### src/dcache_pkg.sv
package dcache_pkg;

    // cache geometry
    localparam int ADDR_W     = 32;
    localparam int DATA_W     = 32;
    localparam int WORDS      = 4;    // words per line
    localparam int OFFSET_W   = 4;    // byte offset inside a line
    localparam int WORD_OFF_W = 2;
    localparam int SETS       = 16;
    localparam int INDEX_W    = 4;
    localparam int WAYS       = 2;
    localparam int WAY_W      = 1;

    // address fields, tag | index | offset
    localparam int TAG_W      = ADDR_W - INDEX_W - OFFSET_W;
    localparam int LINE_W     = WORDS * DATA_W;

    // cpu size field, same encoding as the core uses
    typedef enum logic [1:0] {
        sz_byte = 2'd0,
        sz_half = 2'd1,
        sz_word = 2'd2
    } access_size_e;

    typedef enum logic [1:0] {
        st_idle      = 2'd0,
        st_writeback = 2'd1,  // dirty victim goes out word by word
        st_refill    = 2'd2,
        st_install   = 2'd3
    } cache_state_e;

endpackage

### src/dcache_data_ram.sv
`timescale 1ns/1ps

module dcache_data_ram (
    input  logic                              clk,
    input  logic [dcache_pkg::INDEX_W-1:0]    index,
    input  logic                              line_wen,
    input  logic [dcache_pkg::LINE_W-1:0]     line_in,
    input  logic                              word_wen,
    input  logic [dcache_pkg::WORD_OFF_W-1:0] word_sel,
    input  logic [3:0]                        byte_en,
    input  logic [dcache_pkg::DATA_W-1:0]     word_in,
    output logic [dcache_pkg::LINE_W-1:0]     line_out
);
    import dcache_pkg::*;

    logic [LINE_W-1:0] line_mem [SETS];
    logic [LINE_W-1:0] merged;

    // store hit, patch only the enabled byte lanes of one word
    always_comb begin
        merged = line_mem[index];
        for (int b = 0; b < 4; b++) begin
            if (byte_en[b]) begin
                merged[word_sel*DATA_W + b*8 +: 8] = word_in[b*8 +: 8];
            end
        end
    end

    always_ff @(posedge clk) begin
        if (line_wen) begin
            line_mem[index] <= line_in;     // install of a refilled line
        end else if (word_wen) begin
            line_mem[index] <= merged;
        end
    end

    // whole line out, the top picks the word it needs
    assign line_out = line_mem[index];

endmodule

### config.mk
export PLATFORM = sky130hd
export DESIGN_NAME = dcache_data_ram
export DESIGN_NICKNAME = d
export VERILOG_FILES = /design/src/dcache_pkg.sv /design/src/dcache_data_ram.sv
export SDC_FILE = /design/constraint.sdc
export NUM_CORES = 2
export LEC_CHECK = 0
export BUFFER_PORTS_ARGS = -buffer_cell sky130_fd_sc_hd__buf_2
export CAP_MARGIN = 30
export CORE_ASPECT_RATIO = 0.9
export CORE_MARGIN = 4
export CORE_UTILIZATION = 45
export CTS_BUF_LIST = sky130_fd_sc_hd__clkbuf_4
export CTS_CLUSTER_SIZE = 8
export DETAILED_ROUTE_END_ITERATION = 6
export HOLD_SLACK_MARGIN = 0.15
export PLACE_DENSITY_LB_ADDON = 0.3
export SETUP_SLACK_MARGIN = 0.3
export SKIP_CTS_REPAIR_TIMING = 1
export SKIP_LAST_GASP = 1
export SLEW_MARGIN = 20
export SYNTH_ARGS = -nofsm -noshare
export SYNTH_HDL_FRONTEND = slang
export SYNTH_SLANG_ARGS = --single-unit
### constraint.sdc
create_clock -name clk -period 12.7 [get_ports clk]
set_input_delay 2.54 -clock clk [delete_from_list [all_inputs] [get_ports clk]]
set_output_delay 2.54 -clock clk [all_outputs]
set_load 0.01 [all_outputs]
==> results.cfg <==
[outcome]
status = finished clean

[synth]
syn_area_um2 = 82610
synth.area.mux_share_pct = 15.18
ys_seq_area_share_pct = 74.44
yosysWarnings = 0
synthAdderAreaFrac_pct = 0.09087
ys_types = 35
postSynthAreaPerCell_um2 = 18.30
synthSimpleGateAreaFrac_pct = 4.065
syn-num-nets = 4693
synth_top_family_by_area = multiplexers
synth-compound-area-share_pct = 4.551
syn_inst = 4514
synth_xor_area_share_pct = 0
ys_seq_elements = 2048

[routing]
ant_nets = 0
vias = 48090
post_drt_wl_per_cell_um = 29.08
dr.pass1.iters = 6
drt_iter0_drc = 5139
drc = 0
vias_per_cell = 5.959
wl_um = 234600

[timing]
hold_viol_final = 0
worst_pin_slew_ps = 1133
fin_setup_tns_ps = 0
post-route-min-period_ps = 8764
slew_headroom_pct = 23.67
setup_viol = 0
max_freq_mhz = 114.1
fin_skew_ps = 99.03
rsz0062_at_grt = false
finalCritPeriodShare_pct = 69.00
slew_violations = 0

[floorplan]
die-area_um2 = 190500
initial_core_util_pct = 45.48
die_y_um = 414.5
die_width_um = 459.6
coreArea_um2 = 181700
num_io_pins = 301
num_rows = 148

[layout]
reg_top3 = line_mem (2048)
area_growth_pct = 14.53
regMostFlops = line_mem
final.fill_count = 14630
largest_reg_flops = 2048
nets = 5488
layout-drive-gt1-share_pct = 32.31
fin_area_um2 = 94620

[global_routing]
antenna_found_initial = 31
overflow = 0
grt_pass1_wl_um = 336000
grt_util_all_layers_pct = 24.30
grt_pass1_vias = 48860
grt_max_degree = 121

[critical_path]
path_max_fanout = 48
crit_slowest_cell = buf_4
reg2reg_depth = 5
rrSetupSlack_ps = 10650
critical_path_arrival_ps = 6220
r2r_start = line_mem[5][125]
path_cells = buf_8 > buf_4 > nor2b_4 > buf_4 > buf_4 > a22oi_1 > nand4_1 > o21ai_0 > buf_2
required_ps = 10160
start_kind = primary input
rr_endpoint = line_mem[4][125]
worst_path_most_repeated_cell = buf_4
path_class = in2out
path_delay_family = buffers and inverters
end_kind = output port
critPathBufInv = 5
cp_slowest_stage_delay_ps = 850

[cts]
cts_tree = yes
cts_buffer_depth = 4
path_clk_slew_ps = 70
cts_max_level = 6
cts-root-buf = clkbuf_4
worstSkewPairLatency_ps = 1340
cts_buffers = 549
cts_sinks = 2048

[placed_design]
dp_hpwl_um = 132000
routabilityCongestion = 0.8074
dpl_cell_area_um2 = 87600
io_buffers = 300

[worst_hold_path]
min-delay-start = line_mem[7][13]
hold_end = line_mem[4][13]
min_path_cells = 4
hold_path_class = reg2reg

[pwr]
leakagePower_nw = 32.48
peakVddDrop_mv = 0.1119
powerDensity_nw_per_um2 = 153.0

[run]
max_cap_viol_count = 0
-- synthesized netlist by cell type --
master	number	area share [%]
or2_2	27	0.20
a22oi_1	183	1.7
ha_1	6	0.091
nor2b_1	4	0.030
a21oi_1	183	1.1
mux2_2	89	1.2
buf_4	27	0.25
nor2_1	238	1.1
and3_1	1	0.0076
edfxtp_1	2048	74
o21ai_0	32	0.19
nor3_1	1	0.0061
clkbuf_1	94	0.43
buf_1	8	0.036
nor4b_2	9	0.16
nand4_1	32	0.24
buf_6	22	0.30
a21boi_1	9	0.082
mux4_2	290	7.9
mux2i_1	500	6.1
nand3_1	72	0.44
nor3b_1	1	0.0091
o22a_1	1	0.011
nor2b_4	1	0.017
inv_1	1	0.0045
and2_1	4	0.030
nand4b_1	41	0.43
or3_1	17	0.13
a221oi_1	16	0.17
nand2b_1	11	0.083
a31oi_1	174	1.3
buf_2	108	0.65
nand2_1	262	1.2
clkinv_1	1	0.0045
o21ai_1	1	0.0061
-- routing by layer --
metal | GRT usage (%) | vias to the layer above | share of wire (%)
met5 | 0 | - | 0.022
met4 | 11.53 | 8 | 4.7
met3 | 5.861 | 477 | 9.0
met2 | 37.92 | 2517 | 47
met1 | 32.29 | 24780 | 39
li1 | - | 20300 | -
-- how the worst max path moves through the flow --
stage / endpoint / depth (start not counted) / slack [ps] / startpoint
final: line_out[114] / 9 / 3940 / index[0]
after global routing: line_out[114] / 9 / 3890 / index[0]
after CTS: line_out[114] / 9 / 3990 / index[0]
after detailed placement: line_out[114] / 9 / 3980 / index[0]
after global placement: line_out[112] / 9 / 4030 / index[0]
after floorplan: line_mem[0][0] / 6 / 3130 / index[3]
-- layout make-up --
type,count,area (um2),area share [%]
flip-flops and latches,2048,61500,65.00
multi-input cells,2205,20240,21.40
clock buffers,797,5983,6.324
repair buffers,503,3256,3.441
well taps,2400,3003,3.174
clock inverters,91,565.5,0.5977
diodes,23,57.56,0.06083
inverters,2,7.507,0.007934
-- power by group --
group	total [mW]	switching (mW)	internal (mW)	leakage [nW]
combinational	1.17	0.792	0.376	10.0
clock	5.62	2.61	3.01	3.97
sequential	7.69	0.0249	7.67	18.5
total	14.5	3.43	11.1	32.5
-- cell usage in the layout, fill, tap and decap left out, types with 4 or more instances in the layout --
cell,synthesis,routed
a21oi_1,183,183
clkinv_1,1,60
inv_2,0,18
o21ai_0,32,32
buf_2,108,338
nor4b_2,9,7
clkinv_2,0,4
or3_1,17,17
diode_2,0,23
mux2_2,89,89
clkbuf_4,0,803
or2_2,27,27
a31oi_2,0,54
buf_12,0,14
buf_4,27,135
nand2b_1,11,10
nor2_1,238,221
a31oi_1,174,120
a21boi_1,9,9
edfxtp_1,2048,2048
buf_16,0,6
bufinv_16,0,8
buf_8,0,4
nand4_1,32,32
nor2_4,0,17
a221oi_1,16,16
mux2i_1,500,500
ha_1,6,6
nand3_1,72,72
nand2_1,262,262
mux4_2,290,290
nand4b_1,41,41
a22oi_1,183,183
-- cell families (layout without fill, tap and decap cells) --
| family | after synthesis | in the layout |
|---|---|---|
| AO/OA/AOI/OAI | 599 | 599 |
| AND/OR/NAND/NOR | 721 | 721 |
| buffers and inverters | 261 | 1393 |
| adder cells (fa/ha/maj) | 6 | 6 |
| multiplexers | 879 | 879 |
| other | 0 | 23 |
| flip-flops | 2048 | 2048 |
-- per-stage QoR --
stage / utilization, % / setup slack [ps] / power (mW) / hold WS, ps / std cells
final: 52.08 / 3936 / 14.48 / 949.5 / 8069
after global routing: 52.07 / 3892 / 15.08 / 1032 / 8061
after CTS: 51.83 / 3987 / 14.58 / 965.3 / 8034
after detailed placement: 48.22 / 3983 / 8.989 / 980.7 / 7146
after global placement: 47.80 / 4035 / 8.940 / 1102 / 7061
after floorplan: - / 3132 / 8.522 / 1053 / 4514
-- worst min-delay path: stages, from the launching register on --
cell and delay (ps):
edfxtp_1 360, mux2i_1 140, a22oi_1 100, nand3_1 80, a31oi_1 160
Power figures use the tool's default switching activity.
