$ cat src/dcache_pkg.sv
package dcache_pkg;

    // cache geometry
    localparam int ADDR_W     = 32;
    localparam int DATA_W     = 32;
    localparam int WORDS      = 4;    // words per line
    localparam int OFFSET_W   = 4;    // byte offset inside a line
    localparam int WORD_OFF_W = 2;
    localparam int SETS       = 16;
    localparam int INDEX_W    = 4;
    localparam int WAYS       = 2;
    localparam int WAY_W      = 1;

    // address fields, tag | index | offset
    localparam int TAG_W      = ADDR_W - INDEX_W - OFFSET_W;
    localparam int LINE_W     = WORDS * DATA_W;

    // cpu size field, same encoding as the core uses
    typedef enum logic [1:0] {
        sz_byte = 2'd0,
        sz_half = 2'd1,
        sz_word = 2'd2
    } access_size_e;

    typedef enum logic [1:0] {
        st_idle      = 2'd0,
        st_writeback = 2'd1,  // dirty victim goes out word by word
        st_refill    = 2'd2,
        st_install   = 2'd3
    } cache_state_e;

endpackage

$ cat src/dcache_controller.sv
`timescale 1ns/1ps

module dcache_controller (
    input  logic                              clk,
    input  logic                              rst_n,
    input  logic                              cpu_req,
    input  logic                              wr,
    input  dcache_pkg::access_size_e          size,
    input  logic [1:0]                        byte_sel,
    input  logic                              hit,
    input  logic                              victim_dirty,
    input  logic                              mem_addr_ok,
    input  logic                              mem_data_ok,
    input  logic [dcache_pkg::DATA_W-1:0]     mem_rdata,
    output dcache_pkg::cache_state_e          state,
    output logic [dcache_pkg::WORD_OFF_W-1:0] beat,
    output logic                              tag_wen,
    output logic                              line_wen,
    output logic                              word_wen,
    output logic [3:0]                        byte_en,
    output logic                              set_dirty,
    output logic                              install,
    output logic [dcache_pkg::LINE_W-1:0]     refill_line,
    output logic                              mem_req,
    output logic                              mem_wen,
    output logic                              awvalid,
    output logic                              wlast
);
    import dcache_pkg::*;

    cache_state_e state_next;
    logic         addr_taken;   // address phase of this beat already accepted
    logic         mem_phase;
    logic         beat_done;
    logic         last_beat;
    logic         store_hit;

    assign mem_phase = (state == st_writeback) || (state == st_refill);
    assign last_beat = beat == WORD_OFF_W'(WORDS - 1);

    // one beat in flight: request until address accepted, then wait for data
    assign mem_req   = mem_phase && !addr_taken;
    assign mem_wen   = state == st_writeback;
    assign beat_done = mem_phase && mem_data_ok && (addr_taken || mem_addr_ok);

    // burst markers for the write-back
    assign awvalid = mem_req && mem_wen && (beat == '0);
    assign wlast   = mem_req && mem_wen && last_beat;

    assign store_hit = (state == st_idle) && cpu_req && wr && hit;
    assign install   = state == st_install;

    // store hit marks the line dirty, install brings it in clean
    assign word_wen  = store_hit;
    assign line_wen  = install;
    assign tag_wen   = store_hit || install;
    assign set_dirty = store_hit;

    // lane enables from size and the low address bits
    always_comb begin
        case (size)
            sz_byte: byte_en = 4'b0001 << byte_sel;
            sz_half: byte_en = byte_sel[1] ? 4'b1100 : 4'b0011;
            default: byte_en = 4'b1111;
        endcase
    end

    always_comb begin
        state_next = state;
        case (state)
            st_idle: begin
                if (cpu_req && !hit) begin
                    state_next = victim_dirty ? st_writeback : st_refill;
                end
            end
            st_writeback: begin
                if (beat_done && last_beat) begin
                    state_next = st_refill;
                end
            end
            st_refill: begin
                if (beat_done && last_beat) begin
                    state_next = st_install;
                end
            end
            default: state_next = st_idle;   // install lasts one cycle
        endcase
    end

    always_ff @(posedge clk or negedge rst_n) begin
        if (!rst_n) begin
            state      <= st_idle;
            beat       <= '0;
            addr_taken <= 1'b0;
        end else begin
            state <= state_next;
            if (beat_done) begin
                addr_taken <= 1'b0;
                beat       <= beat + 1'b1;   // wraps to 0 after the last word
            end else if (mem_req && mem_addr_ok) begin
                addr_taken <= 1'b1;
            end
        end
    end

    // collect refill words in beat order
    always_ff @(posedge clk) begin
        if (beat_done && (state == st_refill)) begin
            refill_line[beat*DATA_W +: DATA_W] <= mem_rdata;
        end
    end

endmodule

$ cat config.mk
export PLATFORM = sky130hd
export DESIGN_NAME = dcache_controller
export DESIGN_NICKNAME = d
export VERILOG_FILES = /design/src/dcache_pkg.sv /design/src/dcache_controller.sv
export SDC_FILE = /design/constraint.sdc
export NUM_CORES = 1
export LEC_CHECK = 0
export CAP_MARGIN = 40
export CORE_UTILIZATION = 60
export CTS_CLUSTER_DIAMETER = 40
export DETAILED_ROUTE_END_ITERATION = 10
export DONT_BUFFER_PORTS = 1
export PLACE_DENSITY = 0.76
export SLEW_MARGIN = 15
export SYNTH_ARGS = -nofsm -noshare
export SYNTH_HDL_FRONTEND = slang
export SYNTH_SLANG_ARGS = --single-unit
$ cat constraint.sdc
create_clock -name clk -period 3.35 [get_ports clk]
set_clock_uncertainty 0.1 [all_clocks]
set_input_delay 0.1675 -clock clk [delete_from_list [all_inputs] [get_ports clk]]
set_output_delay 0.1675 -clock clk [all_outputs]
set_load 0.1 [all_outputs]
==> impl_metrics.ini, run 1 <==
[synth]
synthFlopType = edfxtp_1
syn_area_mm2 = 0.00526
yosysTopAreaCell = edfxtp_1
synthesis.nets = 378
synth_edf_count = 128
synth_seq_cells = 133
synth.avg_cell_area_um2 = 16.2
async_flop_share_pct = 3.76
synth_top_cell_area_share_pct = 73.0
yosys_warnings = 0
synth_seq_area_share_pct = 75.4
synth_common_cells = 128 x edfxtp_1, 107 x and2_1, 21 x and2_2, 12 x clkbuf_1, 9 x ha_1
synth_area_leaders = edfxtp_1 73%, and2_1 13%, and2_2 3.0%
syn_inst = 325
yosys.cell_types.count = 30
yosysMostFrequentCell = edfxtp_1

[placement]
port_buffers = 0
routabilityCongestion = 0.779
hpwl_mm = 8.12

[status]
tool.error = [ERROR GRT-0232] Routing congestion too high. Check the congestion heatmap in the GUI.
stop_stage = 5_1_grt
status = stopped before the end

[global_routing]
grt_max_degree = 33
track_usage_pct = 80.9
grt_overflow = 93
antenna_found_initial = 2

[clocking]
cts_max_level = 4
cts_root_buf = clkbuf_8
cts_resized = 0
cts_sinks = 133
cts_made_buffers = 17
cts_buffer_depth = 2

[die]
dieWidth_um = 95.7
die_h_um = 95.7
rows = 33
start_util_pct = 63.1
ios = 189
## logic make-up after synthesis
kind of cell,synth area share [%]
xor+xnor,0.166
flops,75.4
mux,0.475
simple gates,18.3
compound gates,1.95
fa+ha+maj,2.14
buf+inv,1.57
## through the flow
step	cells	cell area (um^2)	util (%)	setup slack, ns
after floorplan	325	5260	-	0.170
after global placement	431	5480	65.7	1.11
after detailed placement	495	6830	81.9	1.08
after CTS	566	7810	93.7	1.07
## what timing repair did
| item | in CTS |
|---|---|
| endpoints found under the hold margin | 138 |
| endpoints found under the setup margin | 0 |
| hold buffers | 39 |
| buffers inserted | 0 |
## metal layers
metal / GRT overflow / GRT usage [%]
met5: 0 / 29.8
met1: 0 / 80.1
met2: 53 / 93.6
met4: 39 / 85.3
met3: 1 / 69.0
==> run 2: changes to the inputs <==
CORE_UTILIZATION = 40   (was 60)
CTS_CLUSTER_DIAMETER = default   (was 40)
PLACE_DENSITY = default   (was 0.76)
PLACE_DENSITY_LB_ADDON = 0.15   (was default)
==> run 2 against run 1 <==
  * Synthesized cell count is the same
  * Area after synthesis is the same
  * The run now ends clean
==> impl_metrics.ini, run 2 <==
[status]
status = completed

[power]
power_leakage_nw = 3.28
peakVddDrop_v = 0.000696
p_int_mw = 4.10
power_frac_comb_pct = 35.9
seq_power_share_pct = 36.9
powerDensity_mw_per_mm2 = 787
p_clk_share_pct = 27.2
p_total_mw = 6.72
netSwitchingPower_mw = 2.62
p_sw_share_pct = 39.0

[die]
dieArea_mm2 = 0.0136
rows = 41
start_util_pct = 41.4
die_h_um = 117
ios = 189
dieWidth_um = 117
core_mm2 = 0.0127

[clocking]
cts_setup_buffers = 0
clk_latency_ns = 0.41
cts_max_level = 4
cts_made_buffers = 17
cts_resized = 0
cts_hold_buffers = 38
cts_tree = done
cts_sinks = 133
cts_root_buf = clkbuf_16
clkTransAtPathRegs_ns = 0.06
cts_buffer_depth = 2

[final_layout]
drive_above_1_share_pct = 33.9
largest_register_ffs = 128
area_growth_pct = 62.2
final_cell_mix = 128 x edfxtp_1, 107 x and2_1, 58 x buf_16
nNetsFinal = 521
layout_commonest_cell = edfxtp_1
top_regs = refill_line: 128 flops, beat: 2 flops, state: 2 flops
insertedDiodeCount = 0
regMostFlops = refill_line

[setup_path]
crit_path_cell_trace = inv_1 > ha_1 > nor3b_2 > buf_4 > and2_1
critPathLaunchType = flop
r2r_end = refill_line[84]
end_kind = flop
r2r_slack_ns = 1.02
reg2reg_depth = 5
slowest_delay_ns = 0.61
cp.arrival_ns = 2.51
crit_required_ns = 3.53
crit_type = flop to flop
crit_path_start = beat[0]
cp_max_fo = 22
cp_slowest_cell = nor3b_2
reg2reg_from = beat[0]

[synth]
synth_common_cells = 128 x edfxtp_1, 107 x and2_1, 21 x and2_2, 12 x clkbuf_1, 9 x ha_1
yosysTopAreaCell = edfxtp_1
yosys.cell_types.count = 30
synth_seq_cells = 133
async_flop_share_pct = 3.76
synth.avg_cell_area_um2 = 16.2
yosys_warnings = 0
synth_area_leaders = edfxtp_1 73%, and2_1 13%, and2_2 3.0%
synthFlopType = edfxtp_1
synth_edf_count = 128
synth_seq_area_share_pct = 75.4
synth_top_cell_area_share_pct = 73.0
synthesis.nets = 378
syn_area_mm2 = 0.00526
yosysMostFrequentCell = edfxtp_1
syn_inst = 325

[placement]
dp_slack_ns = 0.932
port_buffers = 0
hpwl_mm = 8.54
routabilityCongestion = 0.760

[drt]
num_vias = 3073
dr.pass1.iters = 4
ant_nets = 0
routedWlPerCell_um = 19.5
drtIter0Drc = 198
vias_per_cell = 4.71
drc = 0
drt-total-wl_mm = 12.8

[run]
maxCapViolations = 0

[timing]
slew_violations = 0
max_freq_mhz = 430
fin_ws_ns = 1.02
finalSetupViolCount = 0
fin_tns_setup_ns = 0
rsz0062_at_grt = no
tightest_slew_ns = 0.915
hold_violations = 0
period_share_pct = 69.5
slew_headroom_pct = 39.1
fin_crit_ns = 2.33

[global_routing]
grt_pass1_vias = 3208
grt_max_degree = 28
grt_overflow = 0
track_usage_pct = 19.6
grt_pass1_wl_mm = 18.8
antenna_found_initial = 1

[min_path]
hold-path-endpoint = state[1]
hold_depth = 3
hp-start = hit
hold_path.class = primary input to flop
[run 2: cell counts after synthesis]
Identical to the previous run, type by type.
[run 2: worst max-delay path: cells and delay by family (launching register included)]
kind	cells	cell delay [ns]
and+or+nand+nor	2	0.79
buffers and inverters	2	0.53
adders and majority gates	1	0.43
DFF	1	0.34
[run 2: kinds of logic after synthesis]
kind of cell | count (synthesis) | synth area share [%]
mux | 2 | 0.475
fa+ha+maj | 9 | 2.14
buf+inv | 20 | 1.57
simple gates | 148 | 18.3
compound gates | 12 | 1.95
xor+xnor | 1 | 0.166
flops | 133 | 75.4
[run 2: final cells by class]
class	count	area, um^2
clock buffers	20	437
clock inverters	12	136
fillers	881	4190
inverters	6	22.5
multi-input cells	172	1240
flip-flops and latches	133	3970
well taps	172	215
repair buffers	138	2510
[run 2: stage by stage]
| stage | hold WS (ns) | std cells | utilization, % | cell area (um^2) |
|---|---|---|---|---|
| after detailed placement | -0.228 | 581 | 59.2 | 7530 |
| after CTS | 0.0999 | 651 | 66.7 | 8490 |
| after global routing | 0.101 | 653 | 67.1 | 8540 |
| after floorplan | -0.228 | 325 | - | 5260 |
| after global placement | -0.228 | 500 | 44.0 | 5590 |
| final | 0.107 | 653 | 67.1 | 8540 |
[run 2: how the worst max path moves through the flow]
stage	to	slack (ns)	depth (start not counted)
global route	refill_line[94]	0.83	5
floorplan	awvalid	0.17	4
finish	refill_line[84]	1.02	5
detailed placement	refill_line[84]	0.93	5
global placement	refill_line[77]	0.99	5
CTS	refill_line[84]	0.92	5
[run 2: layer usage]
layer  GRT usage, %  wire (um)  vias up
met2           32.7       6520      130
met4           8.86        216        2
met3           6.07        784       21
li1               -          -     1431
met5              0         13        -
met1           23.4       5220     1489
[run 2: power by group through the flow]
stage	sequential [mW]	clock (mW)	combinational (mW)
final	2.48	1.83	2.41
after detailed placement	2.52	0	2.36
after global placement	2.85	0	1.72
after floorplan	3.02	0	1.12
after CTS	2.49	1.85	2.42
after global routing	2.49	1.92	2.56
(Power assumes the default switching activity.)
