### src/dcache_pkg.sv
package dcache_pkg;

    // cache geometry
    localparam int ADDR_W     = 32;
    localparam int DATA_W     = 32;
    localparam int WORDS      = 4;    // words per line
    localparam int OFFSET_W   = 4;    // byte offset inside a line
    localparam int WORD_OFF_W = 2;
    localparam int SETS       = 16;
    localparam int INDEX_W    = 4;
    localparam int WAYS       = 2;
    localparam int WAY_W      = 1;

    // address fields, tag | index | offset
    localparam int TAG_W      = ADDR_W - INDEX_W - OFFSET_W;
    localparam int LINE_W     = WORDS * DATA_W;

    // cpu size field, same encoding as the core uses
    typedef enum logic [1:0] {
        sz_byte = 2'd0,
        sz_half = 2'd1,
        sz_word = 2'd2
    } access_size_e;

    typedef enum logic [1:0] {
        st_idle      = 2'd0,
        st_writeback = 2'd1,  // dirty victim goes out word by word
        st_refill    = 2'd2,
        st_install   = 2'd3
    } cache_state_e;

endpackage

### src/dcache_replacement.sv
`timescale 1ns/1ps

module dcache_replacement (
    input  logic                           clk,
    input  logic                           rst_n,
    input  logic [dcache_pkg::INDEX_W-1:0] index,
    input  logic                           install,
    output logic [dcache_pkg::WAY_W-1:0]   victim
);
    import dcache_pkg::*;

    logic [WAY_W-1:0] ptr [SETS];   // one round-robin pointer per set

    always_ff @(posedge clk or negedge rst_n) begin
        if (!rst_n) begin
            for (int s = 0; s < SETS; s++) begin
                ptr[s] <= '0;
            end
        end else if (install) begin
            // advance only after the victim way has been written
            if (ptr[index] == WAY_W'(WAYS - 1)) begin
                ptr[index] <= '0;
            end else begin
                ptr[index] <= ptr[index] + 1'b1;
            end
        end
    end

    assign victim = ptr[index];

endmodule

### config.mk
export PLATFORM = sky130hd
export DESIGN_NAME = dcache_replacement
export DESIGN_NICKNAME = d
export VERILOG_FILES = /design/src/dcache_pkg.sv /design/src/dcache_replacement.sv
export SDC_FILE = /design/constraint.sdc
export NUM_CORES = 1
export LEC_CHECK = 0
export ABC_AREA = 0
export BUFFER_PORTS_ARGS = -buffer_cell sky130_fd_sc_hd__buf_2
export CAP_MARGIN = 15
export CORE_MARGIN = 2
export CORE_UTILIZATION = 56
export DETAILED_ROUTE_END_ITERATION = 7
export PLACE_DENSITY_LB_ADDON = 0.1
export SLEW_MARGIN = 30
export SYNTH_ARGS = -nofsm -noshare
export SYNTH_HDL_FRONTEND = slang
export SYNTH_SLANG_ARGS = --single-unit
### constraint.sdc
create_clock -name clk -period 1.6 [get_ports clk]
set_input_delay 0 -clock clk [delete_from_list [all_inputs] [get_ports clk]]
set_output_delay 0 -clock clk [all_outputs]
set_load 0.02 [all_outputs]
==> results.yml, run 1 <==
grt:
  grt_use_total: 0.2183
  antenna_found_initial: 0
  grt_pass1_vias: 599
  grt-ovfl-total: 0
  grt_pass1_wl_um: 2891
  grt_max_degree: 17
place:
  hpwl_um: 1175
  port_buffers: 7
  place_congestion: 0.7581
logic_synthesis:
  ys_types: 22
  synthCells: 73
  ys_seq_area_frac: 0.4658
  ys_top_cells_by_area: "dfrtp_1 (47%), mux2_2 (12%), mux4_2 (7.9%)"
  syn_nets: 80
  avgSynthCellArea_um2: 11.77
  netlist_area_um2: 859.6
  yosysTopAreaCell: "dfrtp_1"
  synth-seq-cells: 16
  yosysWarnings: 0
  yosys.area.top_type_share: 0.4658
timing:
  rsz0062_at_grt: "yes"
  final-hold-violation-count: 0
  setup_slack_ns: -0.02736
  tightest_slew_ns: 0.3610
  skew_ns: 0.005618
  post-route-min-period_ns: 1.627
  setup_violations: 1
  max_freq_mhz: 614.5
  drv_slew: 0
  slew_headroom: 0.7593
  fin_setup_tns_ns: -0.02736
  post-route-period-util: 1.017
drt:
  ant_nets: 0
  vias: 616
  drt_pass1_iterations: 4
  via_per_inst: 6.222
  routed_wirelength_um: 1672
  route.detailed.drc: 0
  drtIter0Drc: 15
  avgRoutedWirePerCell_um: 16.89
clock_tree:
  h-tree-depth: 1
  clkSinkCount: 16
  clk_path_buf_depth: 2
  insertion_delay_ns: 0.28
  root_buffer: "clkbuf_4"
  clk_pin_slew_ns: 0.08
  tritoncts: "yes"
  cts_buffers: 3
finish:
  layout_commonest_cell: "dfrtp_1"
  register_area_um2: 400.4
  largest_reg_flops: 16
  syn2layout_area_growth_pct: 10.33
  nets: 92
  fillers: 136
  multi_input_area_um2: 437.9
  most-common-layout-cells: "dfrtp_1 (16), mux2_2 (9), buf_2 (7)"
  drive_gt1_frac: 0.3253
  antenna_cells: 0
  top_register: "ptr"
  largestRegisters: "ptr (16)"
worst_setup_path:
  cpPeakStageDelay_ns: 0.51
  cp-endpoint: "victim"
  cp-start-kind: "register"
  rr_worst_depth: 3
  crit_family: "multiplexers"
  critPathBufInv: 1
  cp_slowest_cell: "mux4_2"
  worstPathRequired_ns: 1.60
  path_max_fanout: 3
  worst_setup_path_end_kind: "output pin"
  cp_data_arrival_time_ns: 1.63
  rr_startpoint: "ptr[8]"
  worst-path-stages: 4
  path_cells: "mux4_2 -> a22oi_2 -> o211ai_1 -> buf_2"
  criticalPathCategory: "reg -> out"
  r2r-end: "ptr[9]"
  rrSetupSlack_ns: 0.19
  cp-startpoint: "ptr[12]"
floorplan:
  die_area_mm2: 0.001865
  top_level_ports: 8
  start_util: 0.5842
  core_mm2: 0.001471
  fp.dieW_um: 43.18
  row_count: 14
  die_h_um: 43.18
run_status:
  outcome: "finished with violations"
  violations: "negative setup slack"
power_and_ir_drop:
  power_density_mw_per_mm2: 1396
  fin_total_pwr_mw: 1.324
  p_leak_nw: 0.3811
  ir_drop_mv: 0.7129
flow_run:
  cap_violations: 0
min_path:
  hp-class: "in -> reg"
## logic make-up after synthesis
family / synth area share
AOI/OAI and AO/OA: 0.1485
buffers and inverters: 0.03057
DFF: 0.4658
muxes: 0.2431
and+or+nand+nor: 0.1121
## what timing repair did
| item | 4_1_cts | 5_1_grt |
|---|---|---|
| endpoints found under the setup margin | 1 | 1 |
| gates resized for setup | 1 | 0 |
| hold endpoints to repair | 16 | 0 |
| buffers inserted | 1 | 1 |
| pin swaps | 0 | 0 |
| hold buffers | 1 | 0 |
## Yosys cell counts
library cell / number
o211ai_1: 1
mux4_2: 3
a21oi_1: 2
o31ai_1: 6
nor3b_2: 1
o21ai_0: 6
dfrtp_1: 16
nor3_1: 3
buf_6: 1
buf_4: 1
a31oi_1: 3
mux2i_1: 4
mux2_2: 9
nand2b_1: 2
clkbuf_1: 2
nand3b_1: 2
nor2b_1: 2
nand3_1: 2
nand2_1: 1
a22oi_1: 1
a41oi_1: 1
nor2_1: 4
## worst min path at each step
| stage | start | to | slack, ns | depth (start not counted) |
|---|---|---|---|---|
| after CTS | index[2] | ptr[3] | 0.04 | 2 |
| after global routing | index[2] | ptr[3] | 0.08 | 2 |
| final | index[2] | ptr[3] | 0.06 | 2 |
| after detailed placement | rst_n | ptr[1] | -0.07 | 1 |
| after global placement | rst_n | ptr[11] | -0.07 | 1 |
| after floorplan | rst_n | ptr[0] | -0.30 | 0 |
## report_power, final
part | switching (mW) | internal [mW]
Clock | 0.117 | 0.0872
Sequential | 0.0847 | 0.569
Combinational | 0.211 | 0.255
Total | 0.412 | 0.912
## routing by layer
metal,up-vias,track usage,part of all wire
li1,303,-,-
met1,305,0.3011,0.48
met2,6,0.3284,0.49
met3,2,0.05106,0.019
met4,0,0.09091,0.010
met5,-,0,0
## layout make-up
class,instances,share of cell area
tap,16,0.02111
clock buffer,3,0.02375
sequential,16,0.4222
multi-input combinational,53,0.4617
timing repair buffer,11,0.07124
## worst reg2reg max path: cells and delay by family (launching register included)
family          cells  cell delay, ns
mux                 1            0.51
flops               1            0.39
compound gates      1            0.24
buf+inv             1            0.18
## per-stage QoR
| step | instances | util | setup WS, ns | instance area, µm² | hold WS (ns) |
|---|---|---|---|---|---|
| 6_report | 99 | 0.6446 | -0.02736 | 948.4 | 0.05591 |
| 2_1_floorplan | 73 | - | 0.3777 | 859.6 | -0.2956 |
| 5_1_grt | 99 | 0.6446 | -0.1282 | 948.4 | 0.07642 |
| 4_1_cts | 98 | 0.6395 | -0.05245 | 940.9 | 0.04483 |
| 3_3_place_gp | 93 | 0.6088 | 0.2453 | 895.9 | -0.07497 |
| 3_5_place_dp | 93 | 0.6088 | 0.2164 | 895.9 | -0.07291 |
(Power assumes the default switching activity.)
==> inputs of run 2 (changes only) <==
Settings changed: RECOVER_POWER set to 50, REMOVE_ABC_BUFFERS set to 1.
==> run 2 against run 1 <==
Compared with the run above:
- the flow still finishes with violations (negative setup slack)
- critical endpoint unchanged
- total power is 11% higher
- first-iteration DRC count stayed put
- core utilization up 2.9 points
==> results.yml, run 2 (synthesized netlist as in run 1, its figures left out) <==
run_status:
  outcome: "finished with violations"
  violations: "negative setup slack"
clock_tree:
  clkSinkCount: 16
  cts_buffers: 3
  clk_pin_slew_ns: 0.10
  h-tree-depth: 1
  tritoncts: "yes"
  insertion_delay_ns: 0.28
  root_buffer: "clkbuf_4"
  clk_path_buf_depth: 2
worst_setup_path:
  cp-startpoint: "ptr[13]"
  cp_data_arrival_time_ns: 1.64
  cp-endpoint: "victim"
  rr_worst_depth: 3
  rr_startpoint: "ptr[8]"
  criticalPathCategory: "reg -> out"
  rrSetupSlack_ns: 0.23
  cp-start-kind: "register"
  r2r-end: "ptr[10]"
  worst_setup_path_end_kind: "output pin"
  path_max_fanout: 2
  worstPathRequired_ns: 1.60
grt:
  grt_max_degree: 17
  grt_pass1_wl_um: 3042
  grt_pass1_vias: 635
  grt-ovfl-total: 0
  grt_use_total: 0.2273
  antenna_found_initial: 0
timing:
  drv_slew: 0
  final-hold-violation-count: 0
  setup_violations: 1
  setup_slack_ns: -0.03900
  max_freq_mhz: 610.1
  skew_ns: 0.002809
  tightest_slew_ns: 0.8818
  fin_setup_tns_ns: -0.03900
  post-route-min-period_ns: 1.639
  post-route-period-util: 1.024
  slew_headroom: 0.4122
  rsz0062_at_grt: "yes"
finish:
  largestRegisters: "ptr (16)"
  nets: 96
  largest_reg_flops: 16
  fillers: 115
  antenna_cells: 0
  top_register: "ptr"
  layout_commonest_cell: "dfrtp_1"
  most-common-layout-cells: "dfrtp_1 (16), mux2_2 (9), buf_4 (7)"
  syn2layout_area_growth_pct: 15.28
  final_cell_area_um2: 991.0
  drive_gt1_frac: 0.3523
power_and_ir_drop:
  p_leak_nw: 0.4048
  ir_drop_mv: 0.9048
  power_density_mw_per_mm2: 1483
drt:
  avgRoutedWirePerCell_um: 17.35
  ant_nets: 0
  drt_pass1_iterations: 4
  routed_wirelength_um: 1804
  route.detailed.drc: 0
  vias: 630
  via_per_inst: 6.058
  drtIter0Drc: 15
floorplan:
  core_mm2: 0.001471
  die_area_mm2: 0.001865
  start_util: 0.5842
  die_h_um: 43.18
  fp.dieW_um: 43.18
  top_level_ports: 8
  row_count: 14
place:
  placed_area_um2: 895.9
  port_buffers: 7
  hpwl_um: 1113
  place_congestion: 0.7478
  dpl_worst_slack_ns: 0.2532
min_path:
  hp-class: "in -> reg"
flow_run:
  cap_violations: 0
## run 2: changes by cell type in the layout (fill, tap and decap cells not counted)
cell      previous run  this run
clkbuf_1             0         1
clkbuf_8             0         1
buf_2                7         6
buf_4                3         7
## run 2: how the worst min path moves through the flow
stage | start | to | slack (ns) | depth (start not counted)
2_1_floorplan | rst_n | ptr[0] | -0.30 | 0
3_3_place_gp | rst_n | ptr[8] | -0.07 | 1
3_5_place_dp | rst_n | ptr[8] | -0.07 | 1
4_1_cts | index[2] | ptr[3] | 0.05 | 2
5_1_grt | index[2] | ptr[3] | 0.09 | 2
6_report | index[2] | ptr[3] | 0.06 | 2
## run 2: worst max-delay path, stage by stage, from the launching register on
cell	delay, ns
dfrtp_1	0.41
mux4_2	0.51
a22oi_2	0.17
o211ai_1	0.10
buf_2	0.17
## run 2: timing repair
action | CTS | global route
gates resized for setup | 0 | 1
hold buffers | 1 | 0
buffers inserted | 5 | 1
setup endpoints to repair | 1 | 1
hold endpoints to repair | 16 | 0
## run 2: report_power, final
group	total, mW	internal (mW)	switching [mW]	leakage [nW]
registers	0.657	0.569	0.0879	0.190
clock network	0.265	0.138	0.127	0.0210
logic	0.548	0.311	0.237	0.194
total	1.47	1.02	0.452	0.405
## run 2: through the flow
step / instances / hold slack [ns] / util / total power [mW]
final: 104 / 0.05615 / 0.6735 / 1.470
after global placement: 93 / -0.07220 / 0.6088 / 1.066
after floorplan: 69 / -0.2956 / - / 0.9637
after detailed placement: 93 / -0.06591 / 0.6088 / 1.081
after global routing: 104 / 0.08529 / 0.6735 / 1.570
after CTS: 103 / 0.05440 / 0.6658 / 1.450
## run 2: layer usage
metal	global-route usage	wire, µm	up-vias
met5	0	0	-
met4	0.07273	13	0
met3	0.05106	47	2
met2	0.3313	886	10
met1	0.3361	857	304
li1	-	-	314
## run 2: layout make-up
type	count	area [µm²]	share of cell area
timing repair buffer	15	96.34	0.09722
sequential	16	400.4	0.4040
clock buffer	4	36.28	0.03662
tap	16	20.02	0.02020
multi-input combinational	53	437.9	0.4419
