`src/dcache_pkg.sv`:
```
package dcache_pkg;

    // cache geometry
    localparam int ADDR_W     = 32;
    localparam int DATA_W     = 32;
    localparam int WORDS      = 4;    // words per line
    localparam int OFFSET_W   = 4;    // byte offset inside a line
    localparam int WORD_OFF_W = 2;
    localparam int SETS       = 16;
    localparam int INDEX_W    = 4;
    localparam int WAYS       = 2;
    localparam int WAY_W      = 1;

    // address fields, tag | index | offset
    localparam int TAG_W      = ADDR_W - INDEX_W - OFFSET_W;
    localparam int LINE_W     = WORDS * DATA_W;

    // cpu size field, same encoding as the core uses
    typedef enum logic [1:0] {
        sz_byte = 2'd0,
        sz_half = 2'd1,
        sz_word = 2'd2
    } access_size_e;

    typedef enum logic [1:0] {
        st_idle      = 2'd0,
        st_writeback = 2'd1,  // dirty victim goes out word by word
        st_refill    = 2'd2,
        st_install   = 2'd3
    } cache_state_e;

endpackage

```
`src/dcache_tag_ram.sv`:
```
`timescale 1ns/1ps

module dcache_tag_ram (
    input  logic                           clk,
    input  logic                           rst_n,
    input  logic [dcache_pkg::INDEX_W-1:0] index,
    input  logic                           wen,
    input  logic                           set_valid,
    input  logic                           set_dirty,
    input  logic [dcache_pkg::TAG_W-1:0]   tag_in,
    output logic                           valid,
    output logic                           dirty,
    output logic [dcache_pkg::TAG_W-1:0]   tag_out
);
    import dcache_pkg::*;

    logic [SETS-1:0]  valid_q;
    logic             dirty_mem [SETS];
    logic [TAG_W-1:0] tag_mem   [SETS];

    // valid bits must come up cleared
    always_ff @(posedge clk or negedge rst_n) begin
        if (!rst_n) begin
            valid_q <= '0;
        end else if (wen) begin
            valid_q[index] <= set_valid;
        end
    end

    always_ff @(posedge clk) begin
        if (wen) begin
            dirty_mem[index] <= set_dirty;
            tag_mem[index]   <= tag_in;
        end
    end

    // lookup is combinational so a hit answers in the request cycle
    assign valid   = valid_q[index];
    assign dirty   = dirty_mem[index];
    assign tag_out = tag_mem[index];

endmodule

```
`config.mk`:
```
export PLATFORM = sky130hd
export DESIGN_NAME = dcache_tag_ram
export DESIGN_NICKNAME = d
export VERILOG_FILES = /design/src/dcache_pkg.sv /design/src/dcache_tag_ram.sv
export SDC_FILE = /design/constraint.sdc
export NUM_CORES = 1
export LEC_CHECK = 0
export BUFFER_PORTS_ARGS = -buffer_cell sky130_fd_sc_hd__buf_4
export CORE_ASPECT_RATIO = 1.1
export CORE_MARGIN = 1.5
export CORE_UTILIZATION = 35
export DETAILED_ROUTE_END_ITERATION = 12
export GPL_TIMING_DRIVEN = 0
export PLACE_DENSITY = 0.51
export SLEW_MARGIN = 20
export SYNTH_ARGS = -nofsm -noshare
export SYNTH_HDL_FRONTEND = slang
export SYNTH_SLANG_ARGS = --single-unit
```
`constraint.sdc`:
```
create_clock -name clk -period 1.8 [get_ports clk]
set_input_delay 0.09 -clock clk [delete_from_list [all_inputs] [get_ports clk]]
set_output_delay 0.09 -clock clk [all_outputs]
set_load 0.03 [all_outputs]
```
==> results of run 1 <==
## routing by layer
layer  track usage [%]  routed length, um  vias up
met1             20.66              15230     3969
met5                 0                  0        -
li1                  -                  -     3206
met3             2.343               1377       69
met4             6.007               1022        0
met2             27.94              19000      172
## timing repair
| item | CTS | global route |
|---|---|---|
| gates resized for setup | 52 | 6 |
| pin swaps | 53 | 8 |
| setup endpoints to repair | 26 | 26 |
| hold endpoints to repair | 422 | 0 |
| hold buffers | 28 | 0 |
## registers in the layout (all words and copies together) (netlist names)
| name | cells |
|---|---|
| valid_q | 16 |
| tag_mem | 384 |
| dirty_mem | 16 |
## metrics by stage
stage               hold WS (ns)  instance area (um^2)  total power, mW  cells  util [%]
CTS                       0.1196                 19430            21.33   1441     43.47
global route              0.1360                 19540            21.79   1445     43.73
floorplan                -0.2056                 16030            12.04    679         -
global placement        -0.04524                 17180            12.58   1316     38.44
detailed placement      -0.03477                 17610            12.68   1334     39.39
finish                    0.1495                 19540            21.13   1445     43.73
## cell usage in the layout (no fill, tap or decap), drive strengths merged, types with 2 or more instances in the layout
cell type and instances:
inv 3, nand2 27, clkbuf 65, clkinv 19
nor2 13, mux2 16, a22oi 52, mux4 104
nand2b 2, bufinv 3, buf 104, nand3b 2
nor3 4, dlygate4sd3 28, dfrtp 16, edfxtp 400
nor2b 2
## worst min-delay path by stage
stage | from | endpoint | slack [ns] | cells after the start
4_1_cts | wen | tag_mem[3][22] | 0.12 | 3
5_1_grt | wen | tag_mem[3][0] | 0.14 | 3
2_1_floorplan | rst_n | valid_q[0] | -0.21 | 0
3_3_place_gp | rst_n | valid_q[15] | -0.05 | 1
6_report | wen | tag_mem[3][22] | 0.15 | 3
3_5_place_dp | rst_n | valid_q[15] | -0.03 | 1
## final cells by class
cell class / instances / area, um^2
fillers: 3743 / 25150
flip-flops and latches: 416 / 12410
multi-input cells: 225 / 3517
repair buffers: 106 / 1276
clock buffers: 53 / 1144
well taps: 581 / 726.9
plain buffers: 38 / 259.0
clock inverters: 26 / 207.7
## power by group through the flow
stage | Clock, mW | Combinational [mW] | Sequential, mW
after floorplan | 0 | 0.902 | 11.1
after CTS | 8.71 | 1.65 | 11.0
after global routing | 9.07 | 1.73 | 11.0
final | 8.55 | 1.62 | 11.0
after detailed placement | 0 | 1.51 | 11.2
after global placement | 0 | 1.43 | 11.1
## cells by family after synthesis
logic type,count (synthesis)
buffers and inverters,38
AOI/OAI and AO/OA,52
and+or+nand+nor,53
muxes,120
DFF,416
==> flow_metrics.py, run 1 <==
metrics = {
    "sta": {
        "fin_crit_sh_pct": 111.4,
        "slew_headroom_pct": 44.73,
        "drv_slew": 0,
        "worst_pin_slew_ns": 0.8290,
        "hold_viol": 0,
        "setup_viol": 26,
        "timing.fmax_mhz": 498.6,
        "grt_setup_unrepaired": "true",
        "fin_skew_ns": 0,
        "finalCriticalPeriod_ns": 2.006,
        "final.setup.tns_ns": -3.845,
        "setup_slack_ns": -0.2056,
    },
    "worst_setup_path": {
        "setup.worst_path.start": "tag_mem[2][21]",
        "path_class": "reg -> out",
        "endpoint": "tag_out[21]",
        "cp-end-kind": "output pin",
        "crit_slowest_cell": "mux4_2",
        "crit_chain": "mux4_2 -> a22oi_2 -> nand2_1 -> buf_6",
        "reg2reg_to": "valid_q[2]",
        "reg2reg_from": "valid_q[2]",
        "crit_family": "multiplexers",
        "reg2reg_slack_ns": 1.04,
        "r2r_cells": 1,
        "path_buf_inv": 1,
        "max_stage_delay_ns": 0.49,
        "cp.arrival_ns": 1.92,
        "cp.required_ns": 1.71,
        "worstSetupPathDepth": 4,
        "critPathLaunchType": "register",
        "cp_max_fo": 1,
    },
    "clock_tree": {
        "postCtsSetupRepairBufs": 0,
        "cts_root_buf": "clkbuf_16",
        "htree_levels": 2,
        "clockBufferDepth": 3,
        "clk_pin_slew_worst_paths_ns": 0.06,
        "cts_inserted_buffers": 43,
        "clkLatencyLatePin_ns": 0.55,
        "cts.sinks": 416,
        "cts_tree": "built",
    },
    "routing": {
        "wl_per_cell_um": 25.35,
        "drc": 0,
        "antenna_left": 0,
        "drt_iter0_drc": 614,
        "vias_per_cell": 5.132,
        "routed_wl_um": 36640,
        "vias": 7416,
        "dr.pass1.iters": 4,
    },
    "synthesis": {
        "post-synth-top-count-cell": "edfxtp_1",
        "synth_common_cells": "edfxtp_1 (400), mux4_2 (104), a22oi_1 (31)",
        "synth-compound-area-share_pct": 3.116,
        "synthAdderAreaFrac_pct": 0,
        "synth.avg_cell_area_um2": 23.42,
        "yosys-top-cells-area": "edfxtp_1 (76%), mux4_2 (15%), dfrtp_1 (2.5%)",
        "synthDominantCellAreaShare_pct": 75.54,
        "synth.net_count": 712,
        "synth_cells": 679,
        "synth_seq_cells": 416,
        "synth-xor-area-share_pct": 0,
        "ys_seq_area_share_pct": 78.05,
        "ys_async_sr_fraction_pct": 3.846,
        "synth_cell_types": 22,
        "synth_top_family_by_area": "multiplexers",
        "synth-simple-area-share_pct": 1.542,
        "yosysTopAreaCell": "edfxtp_1",
        "yosys_warnings": 0,
        "ys.flop_type": "edfxtp_1",
        "muxShareOfSynthArea_pct": 15.86,
        "synth-edff-count": 400,
        "netlist_area_mm2": 0.01590,
    },
    "floorplan": {
        "die-area_mm2": 0.04672,
        "num_io_pins": 59,
        "core_mm2": 0.04469,
        "initial_core_util_pct": 35.58,
        "rows": 81,
        "die_width_um": 206.2,
        "die_h_um": 226.6,
    },
    "power": {
        "switchingPower_mw": 4.562,
        "internal_power_mw": 16.57,
        "swShare_pct": 21.59,
        "comb_power_share_pct": 7.7,
        "power_leakage_nw": 6.295,
        "seq_power_share_pct": 51.9,
        "clkPwrFrac_pct": 40.4,
        "ir_drop_v": 0.0006108,
        "p_per_area_mw_per_mm2": 1081,
    },
    "cells_and_area": {
        "nets": 863,
        "area_growth_pct": 22.90,
        "num_antenna_cells": 0,
        "drive_above_1_share_pct": 40.97,
    },
    "place": {
        "dpl_worst_slack_ns": -0.7079,
        "portBuffers": 56,
        "dp_hpwl_um": 23040,
        "place_congestion": 0.6898,
    },
    "global_route": {
        "grt_pass1_vias": 8129,
        "grt_overflow_total": 0,
        "grt_max_degree": 27,
        "grt_pass1_wl_um": 53130,
        "grt_antenna_before_repair": 0,
        "grt_use_total_pct": 16.18,
    },
    "run_status": {
        "violations": "setup timing",
        "status": "finished with violations",
    },
    "run": {
        "cap_violations": 0,
    },
    "hold_path": {
        "hold_class": "in -> reg",
    },
}
Note: power is estimated with default switching activity, not from simulation.
==> run 2, diff against run 1 <==
CORE_UTILIZATION = 40   (was 35)
PLACE_DENSITY = 0.57   (was 0.51)
==> run 2 against run 1 <==
- the flow still finishes with violations (setup timing)
- fmax is 2.5% higher
- utilization is 5.6 points higher
- sequential power hardly changed
- combinational power hardly changed
- non-clock buffer count is 3 higher
- sequential cell count stayed put
- worst setup slack better by 0.049 ns
- cell area is 1.1% lower
- global-route usage is 2.3 points higher
- wire length is 0.75% lower
- first-iteration DRC count is 0.65% lower
- critical endpoint is now tag_out[12]
==> flow_metrics.py, run 2 (synthesis gave the netlist of run 1 again) <==
metrics = {
    "cells_and_area": {
        "num_antenna_cells": 0,
        "reg_top3": "tag_mem x384, dirty_mem x16, valid_q x16",
        "drive_above_1_share_pct": 40.47,
        "instances_no_fill": 1362,
        "layout_commonest_cell": "edfxtp_1",
        "layout_common_cells": "edfxtp_1 (400), mux4_2 (104), a22oi_2 (41), clkbuf_16 (41), buf_4 (36)",
        "final_util_pct": 49.33,
        "top_register": "tag_mem",
        "nets": 864,
        "area_growth_pct": 21.53,
        "largest_register_ffs": 384,
    },
    "place": {
        "place_congestion": 0.7034,
        "dp.cells": 1262,
        "portBuffers": 56,
        "dp_hpwl_um": 22440,
    },
    "routing": {
        "antenna_left": 0,
        "routed_wl_um": 36360,
        "wl_per_cell_um": 26.70,
        "drc": 0,
        "vias_per_cell": 5.467,
        "vias": 7446,
        "dr.pass1.iters": 5,
        "drt_iter0_drc": 610,
    },
    "global_route": {
        "grt_use_total_pct": 18.48,
        "grt_antenna_before_repair": 0,
        "grt_max_degree": 27,
        "grt_pass1_vias": 8155,
        "grt_pass1_wl_um": 53100,
        "grt_overflow_total": 0,
    },
    "clock_tree": {
        "clkLatencyLatePin_ns": 0.53,
        "cts.sinks": 416,
        "clk_pin_slew_worst_paths_ns": 0.06,
        "cts_tree": "built",
        "htree_levels": 2,
        "cts_inserted_buffers": 41,
        "clockBufferDepth": 3,
        "cts_root_buf": "clkbuf_16",
    },
    "power": {
        "swShare_pct": 21.17,
        "seq_power_share_pct": 53.8,
        "p_per_area_mw_per_mm2": 1054,
        "power.total_mw": 20.38,
        "clkPwrFrac_pct": 38.2,
        "internal_power_mw": 16.06,
        "ir_drop_v": 0.0006069,
        "switchingPower_mw": 4.315,
        "comb_power_share_pct": 8.0,
        "power_leakage_nw": 6.218,
    },
    "sta": {
        "timing.fmax_mhz": 511.1,
        "grt_setup_unrepaired": "true",
        "fin_skew_ns": 0,
        "fin_crit_sh_pct": 108.7,
        "finalCriticalPeriod_ns": 1.957,
        "drv_slew": 0,
        "slew_headroom_pct": 25.95,
        "worst_pin_slew_ns": 1.108,
        "hold_viol": 0,
        "setup_viol": 26,
        "setup_slack_ns": -0.1566,
    },
    "hold_path": {
        "hold_class": "in -> reg",
    },
    "floorplan": {
        "die_width_um": 193.1,
        "core_mm2": 0.03918,
        "die_h_um": 212.1,
        "num_io_pins": 59,
        "initial_core_util_pct": 40.59,
        "die-area_mm2": 0.04096,
        "rows": 76,
    },
    "worst_setup_path": {
        "critPathLaunchType": "input port",
        "cp_max_fo": 10,
        "cp.arrival_ns": 1.87,
        "path_class": "in -> out",
        "reg2reg_slack_ns": 1.01,
        "cp-end-kind": "output pin",
        "cp.required_ns": 1.71,
    },
    "run_status": {
        "violations": "setup timing",
        "status": "finished with violations",
    },
    "run": {
        "cap_violations": 0,
    },
}
run 2: final timing paths:
check | from | to | cells after the start
min | index[3] | tag_mem[0][20] | 3
min in group asynchronous | rst_n | valid_q[13] | 3
min reg2reg | valid_q[8] | valid_q[8] | 1
max in group asynchronous | rst_n | valid_q[6] | 3
max | index[1] | tag_out[12] | 6
max reg2reg | valid_q[4] | valid_q[4] | 1
run 2: power groups by stage:
| stage | Combinational (mW) | Sequential (mW) | Clock, mW |
|---|---|---|---|
| floorplan | 0.902 | 11.1 | 0 |
| global placement | 1.41 | 11.1 | 0 |
| detailed placement | 1.50 | 11.2 | 0 |
| CTS | 1.62 | 11.0 | 7.94 |
| global route | 1.73 | 11.0 | 8.29 |
| finish | 1.63 | 11.0 | 7.78 |
run 2: what timing repair did:
action / 4_1_cts / 5_1_grt
endpoints found under the setup margin: 26 / 27
pin swaps: 43 / 13
hold buffers: 28 / 0
gates resized for setup: 48 / 13
endpoints found under the hold margin: 422 / 0
buffers inserted: 0 / 2
run 2: metrics by stage:
step | area (um^2) | hold slack [ns] | setup WS (ns) | setup TNS, ns
2_1_floorplan | 16030 | -0.2056 | -0.1731 | -5.496
3_3_place_gp | 17090 | -0.04831 | -1.155 | -325.03
3_5_place_dp | 17520 | -0.04180 | -0.6967 | -91.48
4_1_cts | 19180 | 0.1220 | -0.1948 | -3.869
5_1_grt | 19320 | 0.1533 | -0.2241 | -4.685
6_report | 19320 | 0.1475 | -0.1566 | -2.977
run 2: layout make-up:
class,instances,area (um^2)
Timing Repair Buffer,109,1292
Sequential cell,416,12410
Tap cell,507,634.4
Clock buffer,49,1056
Multi-Input combinational cell,225,3535
Buffer,38,257.7
Clock inverter,18,137.6
Fill cell,3114,19850
run 2: worst max-delay path, cell delays in order:
cell	delay, ns
buf_6	0.12
clkbuf_1	0.74
mux4_2	0.42
a22oi_2	0.21
nand2_1	0.11
buf_6	0.15
run 2: per-layer routing:
metal,global-route usage (%),vias up,part of all wire (%)
li1,-,3208,-
met1,23.70,4002,41
met2,32.13,177,52
met3,2.509,59,3.9
met4,6.605,0,3.0
met5,0,-,0
==> run 3, diff against run 2 <==
CTS_CLUSTER_DIAMETER = 50   (was not set)
clock period = 1.92 ns   (was 1.8 ns; I/O delays follow)
==> run 3 against run 2 <==
- the flow still finishes with violations (setup timing)
- global-route usage decreased by 0.37 points
- critical path depth decreased by 2
- utilization increased by 0.22 points
- sequential share of layout area decreased by 0.28 points
- first-iteration DRC count decreased by 7.5%
- die area unchanged
- clock skew unchanged
- worst setup slack improved by 0.11 ns
- register-to-register slack improved by 0.12 ns
- highest routed layer unchanged
- cell area increased by 0.44%
- combinational power decreased by 7%
- largest power group unchanged
- power decreased by 4.4%
==> flow_metrics.py, run 3 (synthesis gave the netlist of run 1 again) <==
metrics = {
    "cells_and_area": {
        "reg_top3": "tag_mem x384, dirty_mem x16, valid_q x16",
        "drive_above_1_share_pct": 41.87,
        "area_growth_pct": 22.06,
        "largest_register_ffs": 384,
        "nets": 859,
        "layout_common_cells": "edfxtp_1 (400), mux4_2 (104), a22oi_2 (49)",
        "layout_commonest_cell": "edfxtp_1",
        "top_register": "tag_mem",
        "num_antenna_cells": 0,
    },
    "sta": {
        "grt_setup_unrepaired": "true",
        "timing.fmax_mhz": 509.1,
        "fin_skew_ns": 0,
        "hold_viol": 0,
        "fin_crit_sh_pct": 102.3,
        "setup_slack_ns": -0.04424,
        "slew_headroom_pct": 47.79,
        "finalCriticalPeriod_ns": 1.964,
        "worst_pin_slew_ns": 0.7832,
        "drv_slew": 0,
        "whs_ns": 0.2131,
        "setup_viol": 9,
    },
    "place": {
        "dpl_worst_slack_ns": -0.5284,
        "portBuffers": 56,
        "place_congestion": 0.7060,
        "dp_hpwl_um": 22560,
    },
    "worst_setup_path": {
        "critPathLaunchType": "register",
        "crit_family": "multiplexers",
        "cp-end-kind": "output pin",
        "cp.arrival_ns": 1.87,
        "max_stage_delay_ns": 0.48,
        "path_buf_inv": 1,
        "cp.required_ns": 1.82,
        "path_class": "reg -> out",
        "cp_max_fo": 1,
        "crit_chain": "mux4_2 -> a22oi_2 -> nand2_1 -> buf_6",
        "crit_slowest_cell": "mux4_2",
    },
    "routing": {
        "drc": 0,
        "vias": 7427,
        "antenna_left": 0,
        "routed_wl_um": 35470,
        "vias_per_cell": 5.453,
        "wl_per_cell_um": 26.04,
        "drt_iter0_drc": 564,
        "dr.pass1.iters": 4,
    },
    "global_route": {
        "grt_antenna_before_repair": 0,
        "grt_max_degree": 20,
        "grt_use_total_pct": 18.12,
        "grt_pass1_wl_um": 52380,
        "grt_overflow_total": 0,
        "grt_pass1_vias": 8065,
    },
    "run_status": {
        "violations": "setup timing",
        "status": "finished with violations",
    },
    "floorplan": {
        "rows": 76,
        "die_width_um": 193.1,
        "num_io_pins": 59,
        "initial_core_util_pct": 40.59,
        "die_h_um": 212.1,
        "core_mm2": 0.03918,
        "die-area_mm2": 0.04096,
    },
    "power": {
        "power_leakage_nw": 6.235,
        "ir_drop_v": 0.0005086,
        "p_per_area_mw_per_mm2": 1004,
    },
    "clock_tree": {
        "cts_inserted_buffers": 41,
        "cts.sinks": 416,
        "clkLatencyLatePin_ns": 0.52,
        "cts_root_buf": "clkbuf_16",
        "postCtsSetupRepairBufs": 0,
        "clockBufferDepth": 3,
        "clk_pin_slew_worst_paths_ns": 0.06,
        "cts_tree": "built",
        "htree_levels": 2,
    },
    "run": {
        "cap_violations": 0,
    },
    "hold_path": {
        "hold_class": "in -> reg",
    },
}
[run 3: power by group]
group          switching, mW  leakage (nW)  total [mW]  internal, mW
clock network           3.24         0.615        7.69          4.45
logic                  0.826          1.81        1.52         0.693
registers             0.0776          3.81        10.3          10.2
[run 3: metrics by stage]
step | cell area, um^2 | std cells | setup TNS, ns | power, mW | utilization (%)
after global routing | 19410 | 1362 | -1.675 | 20.12 | 49.54
final | 19410 | 1362 | -0.1928 | 19.49 | 49.54
after detailed placement | 17570 | 1262 | -46.08 | 11.87 | 44.85
after CTS | 19350 | 1362 | -0.9411 | 19.68 | 49.38
after floorplan | 15970 | 679 | -47.92 | 11.28 | -
after global placement | 17030 | 1242 | -496.18 | 11.76 | 43.46
[run 3: area by class of cell]
| cell class | instances | area [um^2] |
|---|---|---|
| fill | 3133 | 19770 |
| tap | 507 | 634.4 |
| multi-input combinational | 225 | 3556 |
| clock buffer | 45 | 1041 |
| clock inverter | 27 | 242.7 |
| timing repair buffer | 104 | 1261 |
| buffer | 38 | 262.8 |
| sequential | 416 | 12410 |
[run 3: layer usage]
metal  global-route usage, %  vias up  routed length, um  part of all wire [%]
met3                   2.872       62               1739                   4.9
met2                   30.58      206              18410                    52
met1                   24.03     3966              14340                    40
met4                   5.968        0                970                   2.7
li1                        -     3193                  -                     -
met5                       0        -                  0                     0
[run 3: what timing repair did]
| item | 4_1_cts | 5_1_grt |
|---|---|---|
| pin swaps | 42 | 6 |
| endpoints found under the setup margin | 26 | 26 |
| hold buffers | 28 | 0 |
| resized for setup | 57 | 18 |
| hold endpoints to repair | 422 | 0 |
[run 3: final timing paths]
kind                          startpoint            end  slack, ns  depth (start not counted)
min                             index[2]  tag_mem[0][9]       0.21                          3
max reg2reg                   valid_q[4]     valid_q[4]       1.13                          1
min in group asynchronous          rst_n     valid_q[9]       0.70                          3
min reg2reg                  valid_q[15]    valid_q[15]       0.51                          1
max in group asynchronous          rst_n     valid_q[0]       0.78                          3
max                        tag_mem[3][8]     tag_out[8]      -0.04                          4
